`src/common/core_pkg.sv`:
```
// shared widths, encodings and stage structs; imported by every core module
package core_pkg;

  localparam int xlen = 64;

  typedef logic [4:0] reg_addr_t;

  typedef enum logic [6:0] {
    op_lui    = 7'h37,
    op_auipc  = 7'h17,
    op_jal    = 7'h6f,
    op_jalr   = 7'h67,
    op_branch = 7'h63,
    op_load   = 7'h03,
    op_store  = 7'h23,
    op_imm    = 7'h13,
    op_reg    = 7'h33,
    op_trap   = 7'h6b
  } opcode_e;

  typedef enum logic [3:0] {
    alu_add, alu_sub, alu_sll, alu_slt, alu_sltu, alu_xor,
    alu_srl, alu_sra, alu_or, alu_and, alu_pass_b
  } alu_op_e;

  // br_cond takes its compare from funct3
  typedef enum logic [2:0] {br_none, br_jal, br_jalr, br_cond} br_kind_e;

  typedef union packed {
    struct packed {
      logic [6:0] funct7;
      reg_addr_t rs2;
      reg_addr_t rs1;
      logic [2:0] funct3;
      reg_addr_t rd;
      logic [6:0] opcode;
    } r_fmt;
    struct packed {
      logic [11:0] imm_11_0;
      reg_addr_t rs1;
      logic [2:0] funct3;
      reg_addr_t rd;
      logic [6:0] opcode;
    } i_fmt;
    struct packed {
      logic [6:0] imm_11_5;
      reg_addr_t rs2;
      reg_addr_t rs1;
      logic [2:0] funct3;
      logic [4:0] imm_4_0;
      logic [6:0] opcode;
    } s_fmt;
    struct packed {
      logic imm_12;
      logic [5:0] imm_10_5;
      reg_addr_t rs2;
      reg_addr_t rs1;
      logic [2:0] funct3;
      logic [3:0] imm_4_1;
      logic imm_11;
      logic [6:0] opcode;
    } b_fmt;
    // also read as the j format
    struct packed {
      logic [19:0] imm_31_12;
      reg_addr_t rd;
      logic [6:0] opcode;
    } u_fmt;
  } inst_u;

  typedef struct packed {
    alu_op_e alu_op;
    br_kind_e br_kind;
    logic [2:0] funct3;
    logic [xlen-1:0] op1;
    logic [xlen-1:0] op2;
    logic [xlen-1:0] imm;
    logic [xlen-1:0] pc;
    logic is_load;
  } exe_req_t;

  typedef struct packed {
    logic ren;
    logic wen;
    logic size_d;
    logic [xlen-1:0] wdata;
  } mem_req_t;

  typedef struct packed {
    logic wen;
    reg_addr_t rd;
    logic [xlen-1:0] data;
  } wb_t;

  typedef struct packed {
    logic valid;
    logic [xlen-1:0] pc;
    logic [31:0] inst;
    logic wen;
    reg_addr_t wdest;
    logic [xlen-1:0] wdata;
  } commit_t;

endpackage

```
`src/logic/if_stage.sv`:
```
// program counter of the core; drives the fetch address and follows jumps
`timescale 1ns/100ps

module if_stage import core_pkg::*; #(
  parameter logic [xlen-1:0] pc_start = 64'h8000_0000
) (
  input  logic            clock,
  input  logic            reset,
  input  logic            jmp_i,
  input  logic [xlen-1:0] jmp_addr_i,
  input  logic            halt_i,
  output logic [xlen-1:0] pc_o
);

  logic [xlen-1:0] pc;
  logic [xlen-1:0] pc_next;

  assign pc_next = jmp_i ? jmp_addr_i : pc + 64'd4;

  always_ff @(posedge clock) begin
    if (reset) begin
      pc <= pc_start;
    end else if (!halt_i) begin
      pc <= pc_next;
    end
  end

  // frozen once the trap has been taken
  assign pc_o = pc;

endmodule

```
`config.mk`:
```
export PLATFORM = sky130hd
export DESIGN_NAME = if_stage
export DESIGN_NICKNAME = d
export VERILOG_FILES = /design/src/common/core_pkg.sv /design/src/logic/if_stage.sv
export SDC_FILE = /design/constraint.sdc
export NUM_CORES = 1
export LEC_CHECK = 0
export BUFFER_PORTS_ARGS = -buffer_cell sky130_fd_sc_hd__buf_2
export CAP_MARGIN = 5
export CORE_ASPECT_RATIO = 0.9
export CORE_MARGIN = 4
export CORE_UTILIZATION = 50
export DETAILED_ROUTE_END_ITERATION = 7
export GPL_TIMING_DRIVEN = 0
export PLACE_DENSITY = 0.82
export REMOVE_ABC_BUFFERS = 1
export SKIP_LAST_GASP = 1
export SLEW_MARGIN = 20
export SYNTH_ARGS = -nofsm -noshare
export SYNTH_HDL_FRONTEND = slang
export SYNTH_SLANG_ARGS = --single-unit
```
`constraint.sdc`:
```
create_clock -name clock -period 2.41 [get_ports clock]
set_input_delay 0.241 -clock clock [delete_from_list [all_inputs] [get_ports clock]]
set_output_delay 0.241 -clock clock [all_outputs]
set_load 0.03 [all_outputs]
```
# [Yosys cells after proc, flatten, opt, wreduce, memory -nomap -nowiden]
# Index checks and enable logic that the tools add are counted.
[word_totals] wordCells=3 in_bits=68 register_bits=64 output_inout_bits=64
[op_classes] addsub=1 mux=1
[ops] op="64-bit by 3-bit adder with 64-bit output, second input constant" n=1
[ops] op="64-bit 2-to-1 mux" n=1

# [Logic depth before layout (Yosys ltp)]
# Gate-level depths: netlist of run 1.
[depth] depth_word=2 depth_mapped=8 mapped_depth_nobuf=6

# [Worst setup path before layout of run 1]
# Ideal clock, no wire load.
[synth_path] path_type="reg-to-reg" startpoint="register pc[29], in the netlist pc_o[29]" endpoint="register pc[39], in the netlist pc_o[39]" slack_ns=0.108 synth_period_minus_slack_ns=2.302 setup_ns=0.074 stages_incl_launch_ff=6 t_arrival_ns=2.228 required_ns=2.336 n_path_buf=0 cell_sequence="dfxtp_1 -> nand4_4 -> or4_4 -> or3_4 -> or4_1 -> a31oi_1"
[synth_via] elab_chain_cells=2
[synth_rtl] element="from (decl)" line_no="if_stage.sv:15" source="logic [xlen-1:0] pc;"
[synth_rtl] element="from (signal assigned)" line_no="if_stage.sv:22" source="pc <= pc_start;"
[synth_rtl] element="from (signal assigned)" line_no="if_stage.sv:24" source="pc <= pc_next;"
[synth_rtl] element="64-bit by 3-bit adder with 64-bit output" line_no="if_stage.sv:18" source="assign pc_next = jmp_i ? jmp_addr_i : pc + 64'd4;"
[synth_rtl] element="64-bit 2-to-1 mux" line_no="if_stage.sv:18"
# No other way between the ends.
# A chain may end at the register's enable or synchronous reset.

# [Final worst setup path of run 1]
[layout_path] startpoint="register pc[13], in the netlist pc_o[13]" endpoint="register pc[45], in the netlist pc_o[45]"
# Same word-level chain as after synthesis.

==> impl_metrics.py, run 1 <==
metrics = {
    "worst_setup_path": {
        "critPathCaptureType": "flop",
        "path_buf_inv": 0,
        "rrSetupSlack_ns": 0.07,
        "critical_path.top_delay_family": "simple AND/OR/NAND/NOR gates",
        "crit_slowest_cell": "or4_1",
        "critical_path_arrival_ns": 2.62,
        "cpPeakStageDelay_ns": 0.56,
        "cp-startpoint": "pc_o[13]$_SDFFE_PP0N_",
        "endpoint": "pc_o[45]$_SDFFE_PP0N_",
        "start_kind": "flop",
        "crit_fanout": 25,
        "rr_worst_depth": 5,
        "critPathRequiredTime_ns": 2.68,
        "worstPathCellList": "and3_1, and4_4, nand3_2, or4_1, a31oi_1",
        "crit_cells": 5,
        "critical_path_class": "reg2reg",
        "rr_startpoint": "pc_o[13]$_SDFFE_PP0N_",
        "reg2reg_to": "pc_o[45]$_SDFFE_PP0N_",
    },
    "timing": {
        "slew_headroom_pct": 39.2,
        "fmax_ghz": 0.427,
        "rsz0062_at_grt": "yes",
        "timing.final.max_slew_violations": 0,
        "hold_viol_final": 0,
        "worst_pin_slew_ns": 0.912,
        "fin_setup_tns_ns": 0,
        "final.setup_skew_ns": 0.00989,
        "fin_crit_sh_pct": 97.3,
        "period_needed_ns": 2.34,
        "finalSetupViolations": 0,
        "whs_ns": 0.114,
    },
    "logic_synthesis": {
        "netlist_area_um2": 4380,
        "synth_cells": 584,
        "yosys.area.top_type": "dfxtp_1",
        "yosysMostFrequentCell": "dfxtp_1",
        "avgSynthCellArea_um2": 7.50,
        "yosysSeqAreaShare_pct": 29.3,
        "synth_flop_cell": "dfxtp_1",
        "synthDistinctLibCells": 69,
        "synthArstFlopShare_pct": 0,
        "synth-edff-count": 0,
        "synth.area.top_cells": "dfxtp_1, nand3_1, nand2_1, a21oi_1, nor2_1",
        "yosys_warnings": 0,
        "ys_seq_elements": 64,
        "ys_top_cells_by_count": "dfxtp_1, nand2_1, nor2_1",
        "yosys.area.top_type_share_pct": 29.3,
    },
    "routing": {
        "drc": 0,
        "wl_mm": 15.1,
        "wl_per_cell_um": 18.6,
        "dr.pass1.iters": 6,
        "drtIter0Drc": 587,
        "via_per_inst": 6.59,
        "vias": 5355,
        "final_antenna_net_count": 0,
    },
    "global_route": {
        "antenna_found_initial": 0,
        "grt_pass1_vias": 4725,
        "track_usage_pct": 27.4,
        "grt_pass1_wl_mm": 23.3,
        "overflow": 0,
        "grt_max_degree": 89,
    },
    "clock_tree": {
        "cts_tree": "built",
        "clkTransAtPathRegs_ns": 0.08,
        "cts-buffers-inserted": 9,
        "cts.htree.levels": 3,
        "cts_root_buffer": "clkbuf_8",
        "cts.sinks": 64,
        "clk_path_buf_depth": 2,
        "insertion_delay_ns": 0.35,
    },
    "job": {
        "drv_cap": 0,
    },
    "floorplan": {
        "die_area_um2": 10300,
        "ios": 132,
        "core_area_um2": 8570,
        "die_w_um": 107,
        "die_y_um": 96.8,
        "fp-row-count": 32,
        "start_util_pct": 51.1,
    },
    "placement": {
        "dp_hpwl_mm": 9.84,
        "portBuffers": 131,
        "gp_congestion": 0.880,
        "dpl_cell_area_um2": 4970,
    },
    "finish": {
        "antenna_cells": 0,
        "nFillCells": 823,
        "final_nets": 759,
        "largest_reg_flops": 64,
        "finish.utilization_pct": 61.7,
        "layout-drive-gt1-share_pct": 27.8,
        "final_area_um2": 5290,
        "areaGrowthSynthToFinish_pct": 20.8,
    },
    "status": {
        "status": "finished, final reports clean",
    },
    "power": {
        "irDropWorstVdd_mv": 0.350,
        "p_per_area_nw_per_um2": 510,
        "leakage_nw": 2.06,
    },
    "hold_path": {
        "hold_path_class": "in2reg",
    },
}
[report_power, final]
part           switching [mW]  total, mW  leakage [nW]  internal, mW
logic                   0.350      0.536          1.44         0.186
clock network           0.435      0.931        0.0989         0.496
registers               0.109       1.23         0.526          1.12
[cell families after synthesis]
logic type / count (synthesis) / synth area share, %
mux: 9 / 2.11
flops: 64 / 29.3
buf+inv: 56 / 6.12
fa+ha+maj: 1 / 0.286
simple gates: 267 / 32.7
compound gates: 187 / 29.5
[layout make-up]
class                      count  area (µm²)  area share, %
timing repair buffer         141         742           14.0
clock inverter                 4        45.0          0.851
multi-input combinational    464        2880           54.5
sequential                    64        1280           24.2
inverter                       9        41.3          0.781
tap                          119         149           2.81
clock buffer                  11         141           2.67
timing repair inverter         1        5.00         0.0946
[worst min-delay path, cell delays in order]
cell and delay [ns]:
buf_2 0.07, a31oi_1 0.06, nand3_1 0.06
[repair_timing]
item / in CTS / in global routing
hold buffers: 0 / 0
gates resized for setup: 7 / 13
gates cloned: 0 / 1
setup endpoints to repair: 33 / 29
buffers inserted: 2 / 7
pin swaps: 2 / 4
[layout by cell type, fill, tap and decap left out, drive strengths merged, types with 5 or more instances in the layout]
master	netlist	routed
a21o	8	8
a21oi	41	41
a22oi	19	19
a31oi	14	14
a32o	6	6
and2	5	5
and3	15	15
and4	9	9
buf	12	140
clkbuf	34	12
dfxtp	64	64
inv	8	7
mux2i	7	7
nand2	58	58
nand3	44	44
nand4	28	28
nor2	46	46
nor3	25	25
nor4	10	10
o211ai	9	9
o21ai	31	31
o221a	5	5
o22ai	6	6
o311ai	8	8
o31ai	6	6
or3	8	8
or4	11	11
[layer usage]
layer  vias to the layer above  part of all wire [%]  GRT usage [%]
met5                         -                     0              0
met4                         0                   2.1           7.47
met3                        41                   8.8           7.20
met2                       288                    46           43.2
met1                      2538                    43           37.0
li1                       2488                     -              -
[per-stage QoR]
step	power [mW]	setup slack, ns	instances
after global routing	2.81	-0.161	813
after global placement	1.76	-2.10	787
final	2.70	0.0657	813
after floorplan	1.53	-0.105	537
after detailed placement	1.78	-0.793	788
after CTS	2.70	-0.0275	805
[worst min-delay path by stage]
| stage | from | end | slack, ns | cells after the start |
|---|---|---|---|---|
| CTS | jmp_addr_i[44] | pc_o[44]$_SDFFE_PP0N_ | 0.10 | 3 |
| floorplan | reset | pc_o[0]$_SDFFE_PP0P_ | 0.31 | 1 |
| finish | jmp_addr_i[44] | pc_o[44]$_SDFFE_PP0N_ | 0.11 | 3 |
| global placement | pc_o[1]$_SDFFE_PP0P_ | pc_o[1]$_SDFFE_PP0P_ | 0.44 | 2 |
| detailed placement | pc_o[0]$_SDFFE_PP0P_ | pc_o[0]$_SDFFE_PP0P_ | 0.45 | 2 |
| global route | jmp_addr_i[44] | pc_o[44]$_SDFFE_PP0N_ | 0.11 | 3 |
Power figures use the tool's default switching activity.
==> run 2: changes to the inputs <==
- BUFFER_PORTS_ARGS: -buffer_cell sky130_fd_sc_hd__buf_2 -> -buffer_cell sky130_fd_sc_hd__buf_4
- clock period: 2.41 -> 3.05 ns (I/O delays scaled with it)
==> run 2 against run 1 <==
  * Die area did not move
  * Core utilization rose by 2.3 points
  * Power fell by 19%
  * Worst hold slack improved by 0.054 ns
  * Largest cell class unchanged
  * Largest power group unchanged
==> impl_metrics.py, run 2 (same netlist as run 1, synthesis figures left out) <==
metrics = {
    "status": {
        "status": "finished, final reports clean",
    },
    "worst_setup_path": {
        "crit_fanout": 25,
        "crit_slowest_cell": "and4_2",
        "critical_path_class": "reg2reg",
        "cpPeakStageDelay_ns": 0.62,
        "critPathRequiredTime_ns": 3.33,
        "start_kind": "flop",
        "worstPathCellList": "and3_1, and4_2, nand3_1, or4_1, a31oi_1",
        "critical_path_arrival_ns": 2.97,
        "critPathCaptureType": "flop",
    },
    "routing": {
        "wl_mm": 14.9,
        "drc": 0,
        "dr.pass1.iters": 5,
        "vias": 5292,
        "via_per_inst": 6.58,
        "final_antenna_net_count": 0,
        "wl_per_cell_um": 18.5,
        "drtIter0Drc": 483,
    },
    "timing": {
        "rsz0062_at_grt": "no",
        "period_needed_ns": 2.69,
        "final.setup_skew_ns": 0.00984,
        "fin_crit_sh_pct": 88.2,
        "slew_headroom_pct": 27.8,
        "fmax_ghz": 0.372,
        "finalSetupViolations": 0,
        "hold_viol_final": 0,
        "timing.final.max_slew_violations": 0,
        "worst_pin_slew_ns": 1.07,
    },
    "floorplan": {
        "die_w_um": 107,
        "die_y_um": 96.8,
        "core_area_um2": 8570,
        "ios": 132,
        "die_area_um2": 10300,
        "fp-row-count": 32,
        "start_util_pct": 51.1,
    },
    "power": {
        "p_per_area_nw_per_um2": 400,
        "irDropWorstVdd_mv": 0.251,
        "leakage_nw": 2.07,
    },
    "finish": {
        "largest_reg_flops": 64,
        "regArea_um2": 1280,
        "final_common_cell": "buf_4",
        "nFillCells": 825,
        "final_area_um2": 5490,
        "layout-drive-gt1-share_pct": 25.1,
        "areaGrowthSynthToFinish_pct": 25.4,
        "multi_input_area_um2": 2830,
        "final_nets": 749,
        "antenna_cells": 0,
        "finish.utilization_pct": 64.1,
        "final_cell_mix": "buf_4, dfxtp_1, nand2_1",
    },
    "clock_tree": {
        "cts.sinks": 64,
        "clk_path_buf_depth": 2,
        "cts_hold_buffers": 0,
        "cts_tree": "built",
        "clkTransAtPathRegs_ns": 0.07,
        "cts.htree.levels": 3,
        "insertion_delay_ns": 0.36,
        "cts_root_buffer": "clkbuf_8",
        "cts-buffers-inserted": 9,
    },
    "global_route": {
        "antenna_found_initial": 0,
        "grt_pass1_wl_mm": 23.7,
        "grt_max_degree": 89,
        "track_usage_pct": 27.6,
        "grt_pass1_vias": 4716,
        "overflow": 0,
    },
    "placement": {
        "dp_hpwl_mm": 10.0,
        "dpl_cell_area_um2": 5290,
        "portBuffers": 131,
        "gp_congestion": 0.910,
    },
    "hold_path": {
        "hold_path_class": "in2reg",
    },
    "job": {
        "drv_cap": 0,
    },
}
[run 2: final cells by class]
type	instances	share of cell area, %
clock buffer	11	2.58
clock inverter	5	1.03
inverter	9	0.615
multi-input combinational	464	51.6
sequential	64	23.3
tap	119	2.71
timing repair buffer	132	18.1
[run 2: worst paths after layout]
kind / startpoint / end / slack, ns / cells past startpoint
worst min register to register: pc_o[1]$_SDFFE_PP0P_ / pc_o[1]$_SDFFE_PP0P_ / 0.46 / 2
worst max-delay path: pc_o[13]$_SDFFE_PP0N_ / pc_o[45]$_SDFFE_PP0N_ / 0.36 / 5
worst min-delay path: jmp_addr_i[44] / pc_o[44]$_SDFFE_PP0N_ / 0.17 / 3
worst max register to register: pc_o[13]$_SDFFE_PP0N_ / pc_o[45]$_SDFFE_PP0N_ / 0.36 / 5
[run 2: per-layer routing]
metal | share of wire [%] | wire (µm) | global-route usage, % | vias up
li1 | - | - | - | 2472
met1 | 42 | 6310 | 38.7 | 2489
met2 | 47 | 6990 | 43.1 | 305
met3 | 9.0 | 1340 | 5.47 | 26
met4 | 1.5 | 223 | 7.67 | 0
met5 | 0 | 0 | 0 | -
[run 2: metrics by stage]
| step | power [mW] | cells | setup slack [ns] | setup TNS (ns) | hold slack [ns] |
|---|---|---|---|---|---|
| after floorplan | 1.21 | 537 | 0.535 | 0 | 0.374 |
| after global placement | 1.44 | 787 | -0.830 | -16.52 | 0.449 |
| after detailed placement | 1.46 | 788 | 0.154 | 0 | 0.451 |
| after CTS | 2.19 | 804 | 0.105 | 0 | 0.173 |
| after global routing | 2.28 | 804 | 0.225 | 0 | 0.188 |
| final | 2.20 | 804 | 0.361 | 0 | 0.168 |
[run 2: timing repair]
action,4_1_cts,5_1_grt
resized for setup,0,1
buffers inserted,0,0
setup endpoints to repair,0,4
endpoints found under the hold margin,0,0
[run 2: critical path, delay by kind of cell (launching register included)]
family	cells	cell delay, ns
compound gates	1	0.17
flops	1	0.44
simple gates	4	1.99
[run 2: power by group]
part | internal [mW] | switching [mW] | total [mW]
combinational | 0.197 | 0.272 | 0.468
sequential | 0.887 | 0.0883 | 0.975
clock | 0.399 | 0.353 | 0.752
total | 1.48 | 0.713 | 2.20
