### config.mk
export PLATFORM = sky130hd
export DESIGN_NAME = commit_tracker
export DESIGN_NICKNAME = d
export VERILOG_FILES = /design/src/common/core_pkg.sv /design/src/logic/commit_tracker.sv
export SDC_FILE = /design/constraint.sdc
export NUM_CORES = 1
export LEC_CHECK = 0
export ABC_CLOCK_PERIOD_IN_PS = 3100
export BUFFER_PORTS_ARGS = -buffer_cell sky130_fd_sc_hd__buf_2
export CELL_PAD_IN_SITES_DETAIL_PLACEMENT = 0
export CELL_PAD_IN_SITES_GLOBAL_PLACEMENT = 1
export CORE_AREA = 2 2 212 214
export CTS_BUF_LIST = sky130_fd_sc_hd__clkbuf_8
export DETAILED_ROUTE_END_ITERATION = 12
export DIE_AREA = 0 0 214 216
export GPL_ROUTABILITY_DRIVEN = 0
export HOLD_SLACK_MARGIN = 0.08
export PLACE_DENSITY = 0.73
export REMOVE_ABC_BUFFERS = 1
export SETUP_SLACK_MARGIN = 0.1
export SLEW_MARGIN = 20
export SYNTH_ARGS = -nofsm -noshare
export SYNTH_HDL_FRONTEND = slang
export SYNTH_SLANG_ARGS = --single-unit
export TNS_END_PERCENT = 1
### constraint.sdc
create_clock -name clock -period 3.1 [get_ports clock]
set_input_delay 0.465 -clock clock [delete_from_list [all_inputs] [get_ports clock]]
set_output_delay 0.465 -clock clock [all_outputs]
set_load 0.02 [all_outputs]
### src/common/core_pkg.sv
// shared widths, encodings and stage structs; imported by every core module
package core_pkg;

  localparam int xlen = 64;

  typedef logic [4:0] reg_addr_t;

  typedef enum logic [6:0] {
    op_lui    = 7'h37,
    op_auipc  = 7'h17,
    op_jal    = 7'h6f,
    op_jalr   = 7'h67,
    op_branch = 7'h63,
    op_load   = 7'h03,
    op_store  = 7'h23,
    op_imm    = 7'h13,
    op_reg    = 7'h33,
    op_trap   = 7'h6b
  } opcode_e;

  typedef enum logic [3:0] {
    alu_add, alu_sub, alu_sll, alu_slt, alu_sltu, alu_xor,
    alu_srl, alu_sra, alu_or, alu_and, alu_pass_b
  } alu_op_e;

  // br_cond takes its compare from funct3
  typedef enum logic [2:0] {br_none, br_jal, br_jalr, br_cond} br_kind_e;

  typedef union packed {
    struct packed {
      logic [6:0] funct7;
      reg_addr_t rs2;
      reg_addr_t rs1;
      logic [2:0] funct3;
      reg_addr_t rd;
      logic [6:0] opcode;
    } r_fmt;
    struct packed {
      logic [11:0] imm_11_0;
      reg_addr_t rs1;
      logic [2:0] funct3;
      reg_addr_t rd;
      logic [6:0] opcode;
    } i_fmt;
    struct packed {
      logic [6:0] imm_11_5;
      reg_addr_t rs2;
      reg_addr_t rs1;
      logic [2:0] funct3;
      logic [4:0] imm_4_0;
      logic [6:0] opcode;
    } s_fmt;
    struct packed {
      logic imm_12;
      logic [5:0] imm_10_5;
      reg_addr_t rs2;
      reg_addr_t rs1;
      logic [2:0] funct3;
      logic [3:0] imm_4_1;
      logic imm_11;
      logic [6:0] opcode;
    } b_fmt;
    // also read as the j format
    struct packed {
      logic [19:0] imm_31_12;
      reg_addr_t rd;
      logic [6:0] opcode;
    } u_fmt;
  } inst_u;

  typedef struct packed {
    alu_op_e alu_op;
    br_kind_e br_kind;
    logic [2:0] funct3;
    logic [xlen-1:0] op1;
    logic [xlen-1:0] op2;
    logic [xlen-1:0] imm;
    logic [xlen-1:0] pc;
    logic is_load;
  } exe_req_t;

  typedef struct packed {
    logic ren;
    logic wen;
    logic size_d;
    logic [xlen-1:0] wdata;
  } mem_req_t;

  typedef struct packed {
    logic wen;
    reg_addr_t rd;
    logic [xlen-1:0] data;
  } wb_t;

  typedef struct packed {
    logic valid;
    logic [xlen-1:0] pc;
    logic [31:0] inst;
    logic wen;
    reg_addr_t wdest;
    logic [xlen-1:0] wdata;
  } commit_t;

endpackage

### src/logic/commit_tracker.sv
// records each retired instruction and the trap event for the testbench
`timescale 1ns/100ps

module commit_tracker import core_pkg::*; (
  input  logic            clock,
  input  logic            reset,
  input  logic [xlen-1:0] pc_i,
  input  inst_u           inst_i,
  input  wb_t             wb_i,
  input  logic            is_trap_i,
  input  logic [xlen-1:0] x10_i,
  output commit_t         commit_o,
  output logic            trap_o,
  output logic [7:0]      trap_code_o,
  output logic [xlen-1:0] instr_cnt_o,
  output logic [xlen-1:0] cycle_cnt_o
);

  always_ff @(posedge clock) begin
    if (reset) begin
      commit_o    <= '0;
      trap_o      <= 1'b0;
      trap_code_o <= '0;
      instr_cnt_o <= '0;
      cycle_cnt_o <= '0;
    end else if (!trap_o) begin
      commit_o.valid <= 1'b1;
      commit_o.pc    <= pc_i;
      commit_o.inst  <= inst_i;
      commit_o.wen   <= wb_i.wen;
      commit_o.wdest <= wb_i.rd;
      commit_o.wdata <= wb_i.data;
      trap_o         <= is_trap_i;
      trap_code_o    <= x10_i[7:0];
      instr_cnt_o    <= instr_cnt_o + 64'd1;
      cycle_cnt_o    <= cycle_cnt_o + 64'd1;
    end else begin
      commit_o.valid <= 1'b0;
    end
  end

  // nothing retires once trapped, so the pc must stay put
  a_pc_held_after_trap: assert property (@(posedge clock) disable iff (reset)
    trap_o |=> $stable(pc_i))
    else $error("pc moved after the trap to %h", pc_i);

endmodule

### After elaboration in Yosys (flattened, before gate mapping)

Index checks and enable logic that the tools add are counted.

* bits in registers: 304
* bits of input ports: 233
* output and inout port bits: 304
* word-level logic and storage cells: 14

* add/subtract/negate cells: 2
* mux-type cells: 2

Operators with widths (count)
* $add A64 B1 Y64 const B: 2
* $mux W1: 2

### Depth between registers and ports, before layout

Gate-level depths: netlist of run 1.

* depth after elaboration: 1
* depth in mapped cells: 7
* gate-level depth less buffers: 6

### Worst setup path after synthesis of run 1

OpenSTA, ideal clock, no wires.

* path kind: register to register
* from: register instr_cnt_o[0]
* to: register instr_cnt_o[44]
* library setup time: 0.070 ns
* data arrival time: 2.353 ns
* required time: 3.030 ns
* path slack: 0.676 ns
* cell stages (with the launch flop): 8
* buffers on the path: 1
* period minus slack after synthesis: 2.424 ns
* cells stage by stage: dfxtp_1 > ha_1 > and4b_1 > nand4_2 > or4_1 > buf_2 > or4_1 > a21oi_1

* word-level cells in the longest chain between the ends: 1

Ends and longest elaborated chain
* start, declared: line commit_tracker.sv:15 `output logic [xlen-1:0] instr_cnt_o,`
* start signal, assigned: line commit_tracker.sv:35 `instr_cnt_o <= instr_cnt_o + 64'd1;`
* $add A64 B1 Y64: line commit_tracker.sv:35

No other way between the ends.
A chain may end at the register's enable or synchronous reset.

### Worst setup path in the final report of run 1

Same ends and word-level chain as after synthesis.

==> summary.json, run 1 <==
{
  "run_status": "finished clean",
  "final-seq-area_mm2": 0.00609,
  "fin_nets": 2167,
  "finalWirelength_mm": 41.8,
  "cell_types_occupying_the_most_area_after_synthesis": "dfxtp_1 (51%), mux2i_1 (15%), nor2_1 (8.1%)",
  "place.port_buffers": 480,
  "clock_latency_ps": 620,
  "wire_per_inst_um": 16.3,
  "floorplan.initialDensity_pct": 27.3,
  "pin_count_of_the_biggest_net_entering_global_routing": 112,
  "cp_max_fo": 9,
  "yosysWarningCount": 0,
  "worst_clock_skew_ps": 33.9,
  "fin_ws_ps": 556,
  "post-route-period-util_pct": 82.1,
  "post-place-ws_ps": 581,
  "worst_ep_required_time_ps": 3620,
  "critical_path.max_stage_delay_ps": 720,
  "hold_class": "input port to register",
  "detail_route.first_pass.iterations": 5,
  "period_minus_slack_ps": 2540,
  "fmax_ghz": 0.393,
  "detail_route.vias_per_cell": 4.64,
  "post-synth-top-area-fraction_pct": 50.9,
  "dieWidth_um": 214,
  "placedInstanceArea_mm2": 0.0150,
  "core-area_mm2": 0.0438,
  "total_cts_buffers": 54,
  "wl_met3_mm": 3.18,
  "slew-limit-headroom_pct": 37.3,
  "share_of_layout_cells_above_drive_strength_1_pct": 29.1,
  "design.die.area_mm2": 0.0462,
  "leakage_nw": 7.95,
  "hold_viol_final": 0,
  "netlist.top_cell.by_area": "dfxtp_1",
  "met2_wirelength_mm": 20.9,
  "die_h_um": 216,
  "cts_hold_buffers": 172,
  "multi_input_comb_area_mm2": 0.00558,
  "synth-seq-cells": 304,
  "netlist_instances": 1273,
  "synth.cell_area_mm2": 0.0120,
  "cpMostUsedCell": "or4_1",
  "critPathArrivalTime_ps": 3070,
  "most_frequent_standard_cell_in_the_layout_excluding_fill_and_tap_cells": "buf_2",
  "cts_repair_resize_count": 0,
  "cells_along_the_critical_path": "ha_1 -> and4b_1 -> nand4_2 -> or4_1 -> or4_1 -> a21oi_1",
  "via_count": 11900,
  "synth.yosys.seq_area_share_pct": 50.9,
  "critical-path-slowest-cell": "or4_1",
  "layout.filler_cells": 4341,
  "cts_buffer_depth": 3,
  "postCtsSetupBuffers": 0,
  "finalInstanceArea_mm2": 0.0177,
  "ir_worst_vdd_mv": 0.359,
  "design.portCount": 537,
  "synth.distinct_cells": 36,
  "grt_pass1_wl_mm": 65.0,
  "initialDrtViolationCount": 465,
  "critPathCaptureType": "register",
  "route.top_layer_used": "met4",
  "h_tree_levels": 2,
  "globalRoute.totalOverflow": 0,
  "tritoncts": "yes",
  "cts_root_buf": "clkbuf_8",
  "cts_num_sinks": 304,
  "drt_drc_violations_left": 0,
  "detailed_place_hpwl_mm": 29.5,
  "highest_count_cells_in_the_layout_ignoring_fill_and_taps": "buf_2 (479), dfxtp_1 (303), nor2_1 (258)",
  "drv_slew": 0,
  "post_synth.cell_area_avg_um2": 9.40,
  "cts.clk_slew.worst_paths_ps": 60,
  "grt_setup_unrepaired": "false",
  "antenna_violating_nets_post_route": 0,
  "grt_usage_pct": 17.3,
  "grt_antenna_before_repair": 6,
  "route.layer.met1.wl_mm": 16.6,
  "setup.worst_path.class": "register to register",
  "fin_tns_setup_ps": 0,
  "first_global_vias": 12100,
  "worstMarginPinSlew_ps": 941,
  "setup_viol": 0,
  "flow.area_growth_from_synthesis_pct": 48.3,
  "cap_viol_max_count": 0,
  "power.density_cell_area_mw_per_mm2": 498,
  "critical_path.startpoint_type": "register",
  "std_cell_rows": 77
}
[final cells by class]
cell class	instances	share of cell area [%]
clock buffer	61	4.73
tap	592	4.17
multi-input combinational	889	31.4
inverter	14	0.296
antenna	6	0.0846
timing repair buffer	669	24.2
clock inverter	26	0.832
sequential	304	34.3
[Yosys cell counts]
| master | count |
|---|---|
| mux2i_1 | 176 |
| clkbuf_1 | 46 |
| ha_1 | 2 |
| and4_1 | 11 |
| inv_1 | 14 |
| nor3_2 | 1 |
| nor2b_1 | 2 |
| nand4b_1 | 3 |
| nand4_1 | 46 |
| and2_1 | 4 |
| a21oi_1 | 60 |
| nand4_2 | 1 |
| buf_2 | 1 |
| and4b_1 | 2 |
| xor2_1 | 38 |
| o31ai_1 | 11 |
| nor3_1 | 13 |
| or4_1 | 15 |
| o41ai_1 | 1 |
| nand3_1 | 46 |
| dfxtp_1 | 304 |
| nand2b_1 | 1 |
| and3_1 | 15 |
| nand2_1 | 37 |
| or4b_2 | 1 |
| nor2_1 | 258 |
| nor4_1 | 13 |
| nor4_2 | 2 |
| or2_1 | 1 |
| buf_1 | 19 |
| nor3b_1 | 1 |
| xnor2_1 | 28 |
| nand4_4 | 1 |
| o21ai_0 | 47 |
| o21ba_2 | 1 |
| or3_1 | 51 |
[logic make-up after synthesis]
logic type / Yosys count / share of synthesized area [%]
flops: 304 / 50.9
mux: 176 / 14.7
fa+ha+maj: 2 / 0.209
simple gates: 525 / 21.5
compound gates: 120 / 5.32
buf+inv: 80 / 2.52
xor+xnor: 66 / 4.83
[metrics by stage]
stage / utilization, % / power (W) / hold slack, ps / cells
CTS: 40.5 / 0.00897 / 87.5 / 2555
finish: 40.5 / 0.00883 / 145 / 2561
floorplan: - / 0.00485 / 532 / 1207
detailed placement: 34.3 / 0.00519 / 479 / 2296
global placement: 34.3 / 0.00518 / 460 / 2296
global route: 40.5 / 0.00924 / 111 / 2561
[power breakdown]
part | switching (W) | internal (W)
sequential | 0.0000910 | 0.00408
combinational | 0.000619 | 0.000510
clock | 0.00168 | 0.00186
[sequential cells by signal (all words and copies together), names as in the netlist]
signal and flops:
commit_o 167, cycle_cnt_o 64, instr_cnt_o 64, trap_code_o 8
trap_o 1
[metal layers]
metal / GRT usage [%] / up-vias
li1: - / 5772
met1: 19.2 / 5678
met2: 30.7 / 369
met3: 6.02 / 68
met4: 6.41 / 0
met5: 0 / -
[critical path, delay by kind of cell, from the launching register on]
family / cells / cell delay (ps)
AOI/OAI and AO/OA: 1 / 140
adders and majority gates: 1 / 180
and+or+nand+nor: 4 / 1770
DFF: 1 / 380
[final timing paths]
path             startpoint              end  slack (ps)  cells past startpoint
min reg2reg    commit_o[69]     commit_o[69]         490                      2
max reg2reg  instr_cnt_o[0]  instr_cnt_o[44]         560                      6
min               inst_i[1]     commit_o[71]         150                      3
max          instr_cnt_o[0]  instr_cnt_o[44]         560                      6
Note: power is estimated with default switching activity, not from simulation.
==> inputs of run 2 (changes only) <==
- ABC_CLOCK_PERIOD_IN_PS: 3100 -> 2210
- CORE_AREA: 2 2 212 214 -> 2 2 209 211
- DIE_AREA: 0 0 214 216 -> 0 0 211 213
- PLACE_DENSITY: 0.73 -> 0.77
- clock period: 3.1 -> 2.21 ns (I/O delays scaled with it)
==> summary.json, run 2 (synthesis gave the netlist of run 1 again) <==
{
  "cts_buffer_depth": 3,
  "hold_class": "input port to register",
  "std_cell_rows": 76,
  "total_cts_buffers": 55,
  "ir_worst_vdd_mv": 0.712,
  "finalWirelength_mm": 43.2,
  "critPathCaptureType": "register",
  "detail_route.first_pass.iterations": 4,
  "use_met1_pct": 19.6,
  "critPathArrivalTime_ps": 2680,
  "highest_count_cells_in_the_layout_ignoring_fill_and_taps": "buf_2 (480), dfxtp_1 (291), nor2_1 (257)",
  "cells_along_the_critical_path": "ha_1 -> and4b_1 -> nand4_2 -> or4_4 -> or4_4 -> a21oi_2",
  "power.density_cell_area_mw_per_mm2": 691,
  "hold_viol_final": 0,
  "worst_ep_required_time_ps": 2750,
  "grt_setup_unrepaired": "true",
  "design.die.area_mm2": 0.0449,
  "grt_pass1_wl_mm": 64.8,
  "globalRoute.totalOverflow": 0,
  "global_route.peak_usage_layer": "met2",
  "max_flop_register": "commit_o",
  "max_ffs_per_register": 167,
  "critical_path.max_stage_delay_ps": 570,
  "h_tree_levels": 2,
  "clock_latency_ps": 620,
  "worstMarginPinSlew_ps": 576,
  "cap_viol_max_count": 0,
  "cts.clk_slew.worst_paths_ps": 60,
  "fin_nets": 2264,
  "cp_max_fo": 3,
  "cts_root_buf": "clkbuf_8",
  "slew-limit-headroom_pct": 61.6,
  "critical_path.startpoint_type": "register",
  "worst_clock_skew_ps": 24.4,
  "fmax_ghz": 0.468,
  "tritoncts": "yes",
  "grt_antenna_before_repair": 8,
  "critical-path-slowest-cell": "or4_4",
  "floorplan.initialDensity_pct": 28.0,
  "antenna_violating_nets_post_route": 0,
  "wire_per_inst_um": 16.5,
  "die_h_um": 213,
  "drt_drc_violations_left": 0,
  "buf_inv_stages_crit_path": 0,
  "p_total_w": 0.0130,
  "core-area_mm2": 0.0427,
  "drv_slew": 0,
  "setup.worst_path.class": "register to register",
  "biggestRegsByFlops": "commit_o x167, cycle_cnt_o x64, instr_cnt_o x64",
  "grtUsageMet3_pct": 6.03,
  "place.port_buffers": 480,
  "finalCoreUtilization_pct": 44.0,
  "flow.area_growth_from_synthesis_pct": 57.1,
  "period_minus_slack_ps": 2140,
  "setup_viol": 0,
  "run_status": "finished clean",
  "cpMostUsedCell": "or4_4",
  "initialDrtViolationCount": 588,
  "most_frequent_standard_cell_in_the_layout_excluding_fill_and_tap_cells": "buf_2",
  "share_of_layout_cells_above_drive_strength_1_pct": 34.3,
  "design.portCount": 537,
  "first_global_vias": 12300,
  "cts_num_sinks": 304,
  "via_count": 12300,
  "dieWidth_um": 211,
  "pin_count_of_the_biggest_net_entering_global_routing": 77,
  "post-route-period-util_pct": 96.7,
  "global_route_met2_utilization_pct": 31.7,
  "path_delay_family": "simple AND/OR/NAND/NOR gates",
  "grt_usage_pct": 18.1,
  "detailed_place_hpwl_mm": 29.8,
  "leakage_nw": 8.61,
  "r2r_slack_ps": 70,
  "detail_route.vias_per_cell": 4.70
}
[run 2: cell types whose count changed in the layout (fill, tap and decap cells not counted), sizes merged, moves of 2 or more]
cell and change:
buf +93, clkbuf +9, clkinv +2, diode +2
dlygate4sd3 +3
[run 2: per-stage QoR]
stage / setup TNS, ps / std cells / hold slack, ps / area [um2] / worst slack (ps)
detailed placement: -156 / 2326 / 478 / 15600 / -90.4
finish: 0 / 2625 / 138 / 18800 / 72.0
global route: -9.58 / 2625 / 128 / 18800 / -7.38
floorplan: -1446010 / 1207 / 398 / 11700 / -5250
global placement: -212 / 2326 / 469 / 15600 / -122
CTS: 0 / 2600 / 95.8 / 18500 / 28.6
[run 2: path summary, 6_finish.rpt]
path	from	to	depth (start not counted)
worst max register to register	instr_cnt_o[0]	instr_cnt_o[44]	6
worst min register to register	instr_cnt_o[63]	instr_cnt_o[63]	2
worst min-delay path	reset	commit_o[150]	2
worst max-delay path	instr_cnt_o[0]	instr_cnt_o[44]	6
[run 2: repair_timing]
action                                 4_1_cts  5_1_grt
hold buffers                               175        0
endpoints found under the hold margin      175        0
pin swaps                                    1       22
buffers inserted                             0       15
resized for setup                            5       41
setup endpoints to repair                   22       53
gates cloned                                 0        1
[run 2: layout make-up]
type                    instances  area, um2
well taps                     546        683
clock inverters                29        178
diodes                          8       20.0
flip-flops and latches        304       6100
multi-input cells             889       5710
clock buffers                  70        963
inverters                      14       52.6
repair buffers                765       5080
fillers                      4094      23900
[run 2: metal layers]
metal  share of wire [%]  up-vias  wire length, um
li1                    -     5991                -
met2                  50      403            21800
met1                  38     5836            16600
met3                 7.5      101             3240
met5                   0        -                0
met4                 3.6        0             1580
[run 2: where the power goes]
| part | total [W] | internal (W) | switching, W |
|---|---|---|---|
| sequential | 0.00585 | 0.00572 | 0.000129 |
| clock | 0.00549 | 0.00307 | 0.00242 |
| combinational | 0.00164 | 0.000755 | 0.000890 |
[run 2: worst register-to-register path, cell delays in order (launching register included)]
cell and delay, ps:
dfxtp_2 330, ha_1 160, and4b_1 240, nand4_2 150, or4_4 570, or4_4 510
a21oi_2 120
