### config.mk
export PLATFORM = sky130hd
export DESIGN_NAME = id_stage
export DESIGN_NICKNAME = d
export VERILOG_FILES = /design/src/common/core_pkg.sv /design/src/logic/id_stage.sv
export SDC_FILE = /design/constraint.sdc
export NUM_CORES = 1
export LEC_CHECK = 0
export BUFFER_PORTS_ARGS = -buffer_cell sky130_fd_sc_hd__buf_2
export CAP_MARGIN = 40
export CORE_AREA = 2 2 223 225
export DETAILED_ROUTE_END_ITERATION = 12
export DIE_AREA = 0 0 225 227
export GPL_TIMING_DRIVEN = 0
export SLEW_MARGIN = 10
export SYNTH_ARGS = -nofsm -noshare
export SYNTH_HDL_FRONTEND = slang
export SYNTH_SLANG_ARGS = --single-unit
### constraint.sdc
create_clock -name vclk -period 2.9
set_input_delay 0.145 -clock vclk [all_inputs]
set_output_delay 0.145 -clock vclk [all_outputs]
set_load 0.03 [all_outputs]
### src/common/core_pkg.sv
// shared widths, encodings and stage structs; imported by every core module
package core_pkg;

  localparam int xlen = 64;

  typedef logic [4:0] reg_addr_t;

  typedef enum logic [6:0] {
    op_lui    = 7'h37,
    op_auipc  = 7'h17,
    op_jal    = 7'h6f,
    op_jalr   = 7'h67,
    op_branch = 7'h63,
    op_load   = 7'h03,
    op_store  = 7'h23,
    op_imm    = 7'h13,
    op_reg    = 7'h33,
    op_trap   = 7'h6b
  } opcode_e;

  typedef enum logic [3:0] {
    alu_add, alu_sub, alu_sll, alu_slt, alu_sltu, alu_xor,
    alu_srl, alu_sra, alu_or, alu_and, alu_pass_b
  } alu_op_e;

  // br_cond takes its compare from funct3
  typedef enum logic [2:0] {br_none, br_jal, br_jalr, br_cond} br_kind_e;

  typedef union packed {
    struct packed {
      logic [6:0] funct7;
      reg_addr_t rs2;
      reg_addr_t rs1;
      logic [2:0] funct3;
      reg_addr_t rd;
      logic [6:0] opcode;
    } r_fmt;
    struct packed {
      logic [11:0] imm_11_0;
      reg_addr_t rs1;
      logic [2:0] funct3;
      reg_addr_t rd;
      logic [6:0] opcode;
    } i_fmt;
    struct packed {
      logic [6:0] imm_11_5;
      reg_addr_t rs2;
      reg_addr_t rs1;
      logic [2:0] funct3;
      logic [4:0] imm_4_0;
      logic [6:0] opcode;
    } s_fmt;
    struct packed {
      logic imm_12;
      logic [5:0] imm_10_5;
      reg_addr_t rs2;
      reg_addr_t rs1;
      logic [2:0] funct3;
      logic [3:0] imm_4_1;
      logic imm_11;
      logic [6:0] opcode;
    } b_fmt;
    // also read as the j format
    struct packed {
      logic [19:0] imm_31_12;
      reg_addr_t rd;
      logic [6:0] opcode;
    } u_fmt;
  } inst_u;

  typedef struct packed {
    alu_op_e alu_op;
    br_kind_e br_kind;
    logic [2:0] funct3;
    logic [xlen-1:0] op1;
    logic [xlen-1:0] op2;
    logic [xlen-1:0] imm;
    logic [xlen-1:0] pc;
    logic is_load;
  } exe_req_t;

  typedef struct packed {
    logic ren;
    logic wen;
    logic size_d;
    logic [xlen-1:0] wdata;
  } mem_req_t;

  typedef struct packed {
    logic wen;
    reg_addr_t rd;
    logic [xlen-1:0] data;
  } wb_t;

  typedef struct packed {
    logic valid;
    logic [xlen-1:0] pc;
    logic [31:0] inst;
    logic wen;
    reg_addr_t wdest;
    logic [xlen-1:0] wdata;
  } commit_t;

endpackage

### src/logic/id_stage.sv
// instruction decoder; builds the execute and memory requests from one fetched word
`timescale 1ns/100ps

module id_stage import core_pkg::*; (
  input  logic            clock,
  input  logic            reset,
  input  inst_u           inst_i,
  input  logic [xlen-1:0] pc_i,
  output reg_addr_t       rs1_addr_o,
  output reg_addr_t       rs2_addr_o,
  input  logic [xlen-1:0] rs1_data_i,
  input  logic [xlen-1:0] rs2_data_i,
  output logic            rd_wen_o,
  output reg_addr_t       rd_addr_o,
  output exe_req_t        exe_o,
  output mem_req_t        mem_o,
  output logic            is_trap_o
);

  logic [xlen-1:0] imm;
  logic [2:0] funct3;
  logic opc_known;

  function automatic alu_op_e alu_sel(input logic [2:0] f3, input logic alt);
    case (f3)
      3'b000:  alu_sel = alt ? alu_sub : alu_add;
      3'b001:  alu_sel = alu_sll;
      3'b010:  alu_sel = alu_slt;
      3'b011:  alu_sel = alu_sltu;
      3'b100:  alu_sel = alu_xor;
      3'b101:  alu_sel = alt ? alu_sra : alu_srl;
      3'b110:  alu_sel = alu_or;
      default: alu_sel = alu_and;
    endcase
  endfunction

  assign funct3 = inst_i.r_fmt.funct3;

  // immediate by format
  always_comb begin
    case (inst_i.r_fmt.opcode)
      op_store:  imm = {{52{inst_i.s_fmt.imm_11_5[6]}}, inst_i.s_fmt.imm_11_5,
                       inst_i.s_fmt.imm_4_0};
      op_branch: imm = {{51{inst_i.b_fmt.imm_12}}, inst_i.b_fmt.imm_12, inst_i.b_fmt.imm_11,
                       inst_i.b_fmt.imm_10_5, inst_i.b_fmt.imm_4_1, 1'b0};
      op_lui, op_auipc:
                 imm = {{32{inst_i.u_fmt.imm_31_12[19]}}, inst_i.u_fmt.imm_31_12, 12'h000};
      op_jal:    imm = {{43{inst_i.u_fmt.imm_31_12[19]}}, inst_i.u_fmt.imm_31_12[19],
                       inst_i.u_fmt.imm_31_12[7:0], inst_i.u_fmt.imm_31_12[8],
                       inst_i.u_fmt.imm_31_12[18:9], 1'b0};
      default:   imm = {{52{inst_i.i_fmt.imm_11_0[11]}}, inst_i.i_fmt.imm_11_0};
    endcase
  end

  assign rs1_addr_o = inst_i.r_fmt.rs1;
  assign rs2_addr_o = inst_i.s_fmt.rs2;
  assign rd_addr_o  = inst_i.u_fmt.rd;

  always_comb begin
    exe_o        = '0;
    exe_o.alu_op = alu_add;
    exe_o.funct3 = funct3;
    exe_o.imm    = imm;
    exe_o.pc     = pc_i;
    exe_o.op1    = rs1_data_i;
    exe_o.op2    = imm;
    mem_o        = '0;
    mem_o.size_d = (funct3 == 3'b011);
    mem_o.wdata  = rs2_data_i;
    rd_wen_o     = 1'b0;
    is_trap_o    = 1'b0;
    opc_known    = 1'b1;
    case (inst_i.r_fmt.opcode)
      op_lui: begin
        exe_o.op1    = '0;
        exe_o.alu_op = alu_pass_b;
        rd_wen_o     = 1'b1;
      end
      op_auipc: begin
        exe_o.op1 = pc_i;
        rd_wen_o  = 1'b1;
      end
      op_jal: begin
        exe_o.op1     = pc_i;
        exe_o.br_kind = br_jal;
        rd_wen_o      = 1'b1;
      end
      op_jalr: begin
        exe_o.br_kind = br_jalr;
        rd_wen_o      = 1'b1;
      end
      op_branch: begin
        exe_o.op2     = rs2_data_i;
        exe_o.br_kind = br_cond;
      end
      op_load: begin
        exe_o.is_load = 1'b1;
        mem_o.ren     = 1'b1;
        rd_wen_o      = 1'b1;
      end
      op_store: mem_o.wen = 1'b1;
      op_imm: begin
        // bit 30 only selects srai
        exe_o.alu_op = alu_sel(funct3, funct3 == 3'b101 && inst_i.r_fmt.funct7[5]);
        rd_wen_o     = 1'b1;
      end
      op_reg: begin
        exe_o.op2    = rs2_data_i;
        exe_o.alu_op = alu_sel(funct3, inst_i.r_fmt.funct7[5]);
        rd_wen_o     = 1'b1;
      end
      op_trap: is_trap_o = 1'b1;
      default: opc_known = 1'b0;
    endcase
  end

  a_known_opcode: assert property (@(posedge clock) disable iff (reset) opc_known)
    else $error("unsupported opcode %h at pc %h", inst_i.r_fmt.opcode, pc_i);

endmodule

---- After elaboration in Yosys (flattened, before gate mapping) ----
Cells that the tools add are included.
W data, S select, Z words.
storage, ports and cells
  bits in registers ....................... 0
  bits of input ports ..................... 226
  output and inout bits ................... 351
  word-level logic and storage cells ...... 37
operators by class
  eq/ne operators ......................... 16
  mux-type cells .......................... 15
  reductions and logical operators ........ 6
operators with widths
  kind                  count
  $pmux W64 S2          1
  $pmux W31 S4          1
  $mux W64              1
  $pmux W4 S7           2
  $eq A7 B7 Y1 const B  4
  $eq A7 B6 Y1 const B  3
  $eq A7 B5 Y1 const B  2
  $pmux W4 S3           1
  $eq A3 B3 Y1 const B  3
  $mux W1               8
  $eq A7 B2 Y1 const B  1
  $reduce_or A7 Y1      1
  $eq A3 B2 Y1 const B  2
  $pmux W2 S3           1
  $reduce_or A2 Y1      3
  $eq A3 B1 Y1 const B  1
  $logic_not A3 Y1      1
  $logic_and A1 B1 Y1   1

---- Longest topological paths before layout ----
Gate-level depths: netlist of run 1.
  depth in word-level cells ............... 5
  gate-level depth with buffers ........... 7
  gate-level depth less buffers ........... 4

---- Least setup slack after synthesis of run 1 ----
Ideal clock, no wire load.
  path kind ............................... input port to output port
  start point ............................. input inst_i[3] (netlist name)
  end point ............................... output exe_o[263] (netlist name)
  arrival time ............................ 2207 ps
  required time ........................... 2755 ps
  path slack .............................. 548 ps
  cell stages on the path ................. 5
  buffers on the path ..................... 1
  cells stage by stage .................... buf_2 > nand4bb_1 > nor2_1 > nand2_1 > a2111oi_0
RTL lines
  item             RTL line        source
  start, declared  id_stage.sv:7   input inst_u inst_i,
  end, declared    id_stage.sv:15  output exe_req_t exe_o,

==> results.md, run 1 <==
* Synth Area in XOR/XNOR at 0.514%
* Via count at 5,446
* Cell Count Post-Placement at 1,652
* Most used cell, CP: buf_2
* Post-CTS Setup Bufs at 0
* Critical Path AT at 2490 ps
* Pin count of the biggest net entering global routing at 36
* Wirelength, routed at 25,500 um
* RSZ-0062 raised after global routing: no
* Critical path class: in -> out
* Distinct cells, synth at 40
* Synth warn at 0
* DRC errors left at 0
* # setup viols final at 0
* Outcome: complete, no violations
* Share of cells above drive strength 1 at 79.0%
* Mapped Cells at 457
* DR pass1 iterations at 4
* Slowest stage cell on the critical path: nand3_1
* Die area at 0.0511 sq mm
* Initial Util at 7.02%
* Max stage delay on crit path at 580 ps
* Final net count at 1,258
* P_leak at 4.36 nW
* Port Buffer Count at 571
* Main combinational cell family by area after synthesis: buffers and inverters
* Utilization after layout at 14.6%
* Die width at 225 um
* Sequential area share after synthesis at 0%
* CTS resizes at 0
* Crit path cell chain: buf_2 > and4b_4 > nand3_2 > nand3_1 > buf_2 > a31oi_1 > buf_2
* Req. time, crit path at 2760 ps
* Final Max Slew Viols at 0
* Fmax at 0.380 GHz
* I/O pins at 577
* CORE AREA at 0.0485 sq mm
* Reg area at 0 sq um
* Multiplexer area fraction after synthesis at 5.95%
* Max VDD drop at 81.9 uV
* Clock buffers at 0
* Total Neg Setup Slack at 0 ps
* Final Hold Fails at 0
* Overall global routing resource usage at 8.57%
* Synth Area per Inst at 7.45 sq um
* Synth-to-layout area growth at 108%
* Max FO, Critical Path at 10
* Hold Crit Depth at 3
* Post-Syn Area at 0.00341 sq mm
* Slew Limit Headroom at 39.1%
* First-pass GRT wire length at 31,800 um
* Sequential cells at 0
* Compound-Gate Fraction of Synth Area at 32.9%
* Row cnt at 81
* Synth Area in Adders at 0%
* RD Place Congestion at 0.767
* CP Launch Type: input port
* Chip height at 227 um
* Layout Cells excl Fill at 1,660
* DRT iter0 DRCs at 194
* Minimum clock period at 2630 ps
* Wire length per cell at 15.4 um
* Initial antenna violation count at 7
* Slew @ Worst Pin at 905 ps
* Period utilisation layout at 90.8%
* Min-Delay Path Class: in -> out
* Max_cap viols at 0
* Syn Nets at 683
* Total grt overflow at 0
* Pwr per Cell Area at 205 mW/mm^2
* Cts hold-fix bufs at 0
* Final ANT Viol Nets at 0
* Post-Synth Simple-Gate Area at 12.5%
* Vias per cell at 3.28
* Vias in the first global route at 4,856
* Hold WS at 641 ps
* Endpoint type of the worst setup path: output port
* HPWL Detailed at 22,500 um
[per-layer routing]
layer	up-vias	track usage [%]	share of wire (%)
met4	0	3.70	4.0
met1	2451	10.7	41
met3	36	0.374	6.0
met5	-	0	0
li1	2599	-	-
met2	360	15.4	49
[kinds of logic after synthesis]
group	Yosys count
buf+inv	216
compound gates	144
simple gates	76
mux	18
xor+xnor	2
other cells	1
[worst max-delay path, delay by kind of cell]
kind	cells	cell delay [ps]
buffers and inverters	3	1040
AOI/OAI and AO/OA	1	220
and+or+nand+nor	3	1050
[layout by cell type, fill, tap and decap left out, types with 3 or more instances in the layout]
master	n
buf_2	583
buf_4	185
a22o_1	64
a21o_1	44
nand2_1	22
nor2_1	20
mux2_2	18
buf_6	16
a31oi_1	13
o21ai_0	12
diode_2	8
and2_1	7
nand3_1	7
a21oi_1	3
[synth_stat cells (3+ instances only)]
cell     instances  area (sq um)
mux2_2          18           203
a21o_1          44           330
buf_4          184          1380
a21oi_1          3          15.0
nand3_1          7          35.0
a31oi_1         13          81.3
and2_1           7          43.8
a22o_1          64           561
nand2_1         22          82.6
nor2_1          20          75.1
buf_6           16           180
buf_2           12          60.1
o21ai_0         12          60.1
[cell type report]
class	instances	area, sq um
multi-input combinational	241	1770
inverter	2	7.51
timing repair buffer	573	2880
antenna	8	20.0
tap	622	778
fill	5595	41500
buffer	214	1630
[metrics by stage]
| step | power (W) | setup WS (ps) | instance area [sq um] |
|---|---|---|---|
| after floorplan | 0.000935 | 548 | 3410 |
| after global placement | 0.00145 | 10.6 | 7040 |
| after detailed placement | 0.00145 | 36.7 | 7060 |
| after CTS | 0.00146 | 33.0 | 7060 |
| after global routing | 0.00152 | 9.19 | 7070 |
| final | 0.00145 | 265 | 7080 |
[where the power goes]
group | switching [W] | internal (W) | total, W
logic | 0.000911 | 0.000539 | 0.00145
registers | 0 | 0 | 0
clock network | 0 | 0.000000000172 | 0.000000000172
[final timing paths]
path	start	end	slack, ps
worst max-delay path	inst_i[5]	exe_o[147]	270
worst min-delay path	rs2_data_i[26]	mem_o[26]	640
(Power assumes the default switching activity.)
==> run 2: changes to the inputs <==
--- a/config.mk
+++ b/config.mk
@@ -5,11 +5,12 @@
 export SDC_FILE = /design/constraint.sdc
 export NUM_CORES = 1
 export LEC_CHECK = 0
+export ABC_AREA = 1
 export BUFFER_PORTS_ARGS = -buffer_cell sky130_fd_sc_hd__buf_2
 export CAP_MARGIN = 40
-export CORE_AREA = 2 2 223 225
+export CORE_AREA = 2 2 221 223
 export DETAILED_ROUTE_END_ITERATION = 12
-export DIE_AREA = 0 0 225 227
+export DIE_AREA = 0 0 223 225
 export GPL_TIMING_DRIVEN = 0
 export SLEW_MARGIN = 10
 export SYNTH_ARGS = -nofsm -noshare
==> results.md, run 2 <==
* Outcome: complete, no violations
* Post-CTS Setup Bufs at 0
* Most used cell, CP: nand2_1
* Die width at 223 um
* DRT iter0 DRCs at 298
* Worst Setup SP: inst_i[1]
* P_leak at 4.66 nW
* Min-Delay Path Class: in -> out
* Hold Crit Depth at 3
* CP Launch Type: input port
* Initial antenna violation count at 9
* Ranking of synthesized cells by area: buf_4, nand2_1, nand3_1, nor2_1, inv_1
* Critical path class: in -> out
* RSZ-0062 raised after global routing: no
* Overall global routing resource usage at 11.3%
* Commonest non-fill, non-tap cell in the layout: buf_2
* Endpoint type of the worst setup path: output port
* Combinational power share at 100.0%
* Hold Path End: is_trap_o
* Initial Util at 7.98%
* Synth Area per Inst at 5.14 sq um
* Share of cells above drive strength 1 at 61.6%
* Minimum clock period at 2160 ps
* Mapped Cells at 738
* Final Hold Fails at 0
* Max_cap viols at 0
* Period utilisation layout at 74.5%
* Final net count at 1,541
* Area leader, netlist: buf_4
* Share of the synthesized area in the top cell type at 38.2%
* Max FO, Critical Path at 10
* Port Buffer Count at 574
* Reg power frac at 0%
* Slowest stage cell on the critical path: nor2_2
* Via count at 6,642
* Utilization after layout at 15.7%
* Sequential area share after synthesis at 0%
* Commonest non-fill, non-tap cells in the layout: buf_2, nand2_1, buf_4, nand3_1, nor2_1
* Top delay family on crit path: simple AND/OR/NAND/NOR gates
* Critical Path AT at 2020 ps
* Post-Syn Area at 0.00379 sq mm
* Slew @ Worst Pin at 678 ps
* Die area at 0.0502 sq mm
* Vias in the first global route at 6,032
* RD Place Congestion at 0.796
* First-pass GRT wire length at 41,000 um
* Int Power at 0.000508 W
* Total Neg Setup Slack at 0 ps
* Clock power frac at 0%
* Crit path cell chain: buf_2 > nand2_2 > nor2_2 > nand2_1 > o21ai_2 > buf_6 > buf_6 > nand2_1 > nand2_1 > buf_2
* Pin count of the biggest net entering global routing at 38
* Wire length per cell at 16.2 um
* Fmax at 0.463 GHz
* Buf/Inv on CP at 4
* Finished Cell Area at 0.00746 sq mm
* Max stage delay on crit path at 390 ps
* Chip height at 225 um
* Synth warn at 0
* Wirelength, routed at 31,300 um
* Worst hold start: inst_i[2]
* Worst setup margin at 739 ps
* Syn Nets at 964
* Placed inst area at 0.00745 sq mm
* Slew Limit Headroom at 54.8%
* Switching power at 0.000963 W
* Final Max Slew Viols at 0
* CORE AREA at 0.0475 sq mm
* Req. time, crit path at 2760 ps
* Top cells by count, synth: nand2_1, buf_4, nand3_1
* Reg area at 0 sq um
* DRC errors left at 0
* CTS resizes at 0
* Pwr per Cell Area at 197 mW/mm^2
* Worst slack at placement at 661 ps
* Cts hold-fix bufs at 0
* HPWL Detailed at 27,900 um
* Cell Count Post-Placement at 1,928
* Final ANT Viol Nets at 0
* Synth-to-layout area growth at 96.6%
* Row cnt at 80
* I/O pins at 577
* Sw Ratio at 65.5%
* Layout Cells excl Fill at 1,931
* Max VDD drop at 93.6 uV
* Clock buffers at 0
* Total grt overflow at 0
* Vias per cell at 3.44
* Most instantiated library cell after synthesis: nand2_1
* # setup viols final at 0
* Sequential cells at 0
* Distinct cells, synth at 25
* DR pass1 iterations at 5
[run 2: power by group through the flow]
stage / sequential (W) / clock (W) / combinational [W]
after floorplan: 0 / 0 / 0.000927
after global placement: 0 / 0 / 0.00148
after detailed placement: 0 / 0 / 0.00148
after CTS: 0 / 0 / 0.00148
after global routing: 0 / 0.0000000000922 / 0.00155
final: 0 / 0.000000000139 / 0.00147
[run 2: through the flow]
stage	hold slack, ps	power (W)
floorplan	409	0.000927
global placement	635	0.00148
detailed placement	636	0.00148
CTS	636	0.00148
global route	652	0.00155
finish	636	0.00147
[run 2: worst max-delay path by stage]
stage                       to  slack, ps  cells after the start
floorplan             rd_wen_o        910                      6
global placement    exe_o[130]        430                     10
detailed placement  exe_o[230]        660                      9
CTS                 exe_o[230]        650                      9
global route        exe_o[241]        520                      9
finish              exe_o[153]        740                     10
[run 2: layout make-up]
type	count	area, sq um
antenna	3	7.51
fill	5598	40100
inverter	30	113
multi-input combinational	486	2050
buffer	222	1630
timing repair buffer	575	2890
tap	615	769
[run 2: cells by family (layout without fill, tap and decap cells)]
| family | after synthesis | in the layout | synth area share, % |
|---|---|---|---|
| AO/OA/AOI/OAI | 23 | 23 | 3.33 |
| buffers and inverters | 252 | 827 | 46.0 |
| other | 1 | 4 | 0.0988 |
| AND/OR/NAND/NOR | 462 | 462 | 50.6 |
[run 2: per-layer routing]
metal  up-vias  wire length [um]  share of wire [%]  global-route usage (%)
met5         -                27              0.086                       0
met4         4              1050                3.4                    3.23
met3        47              2120                6.8                    1.25
met2       437             15300                 49                    20.8
met1      2892             12800                 41                    13.8
li1       3262                 -                  -                       -
[run 2: worst min-delay path, stage by stage]
cell and delay, ps:
buf_2 120, nor4_1 50, buf_2 170
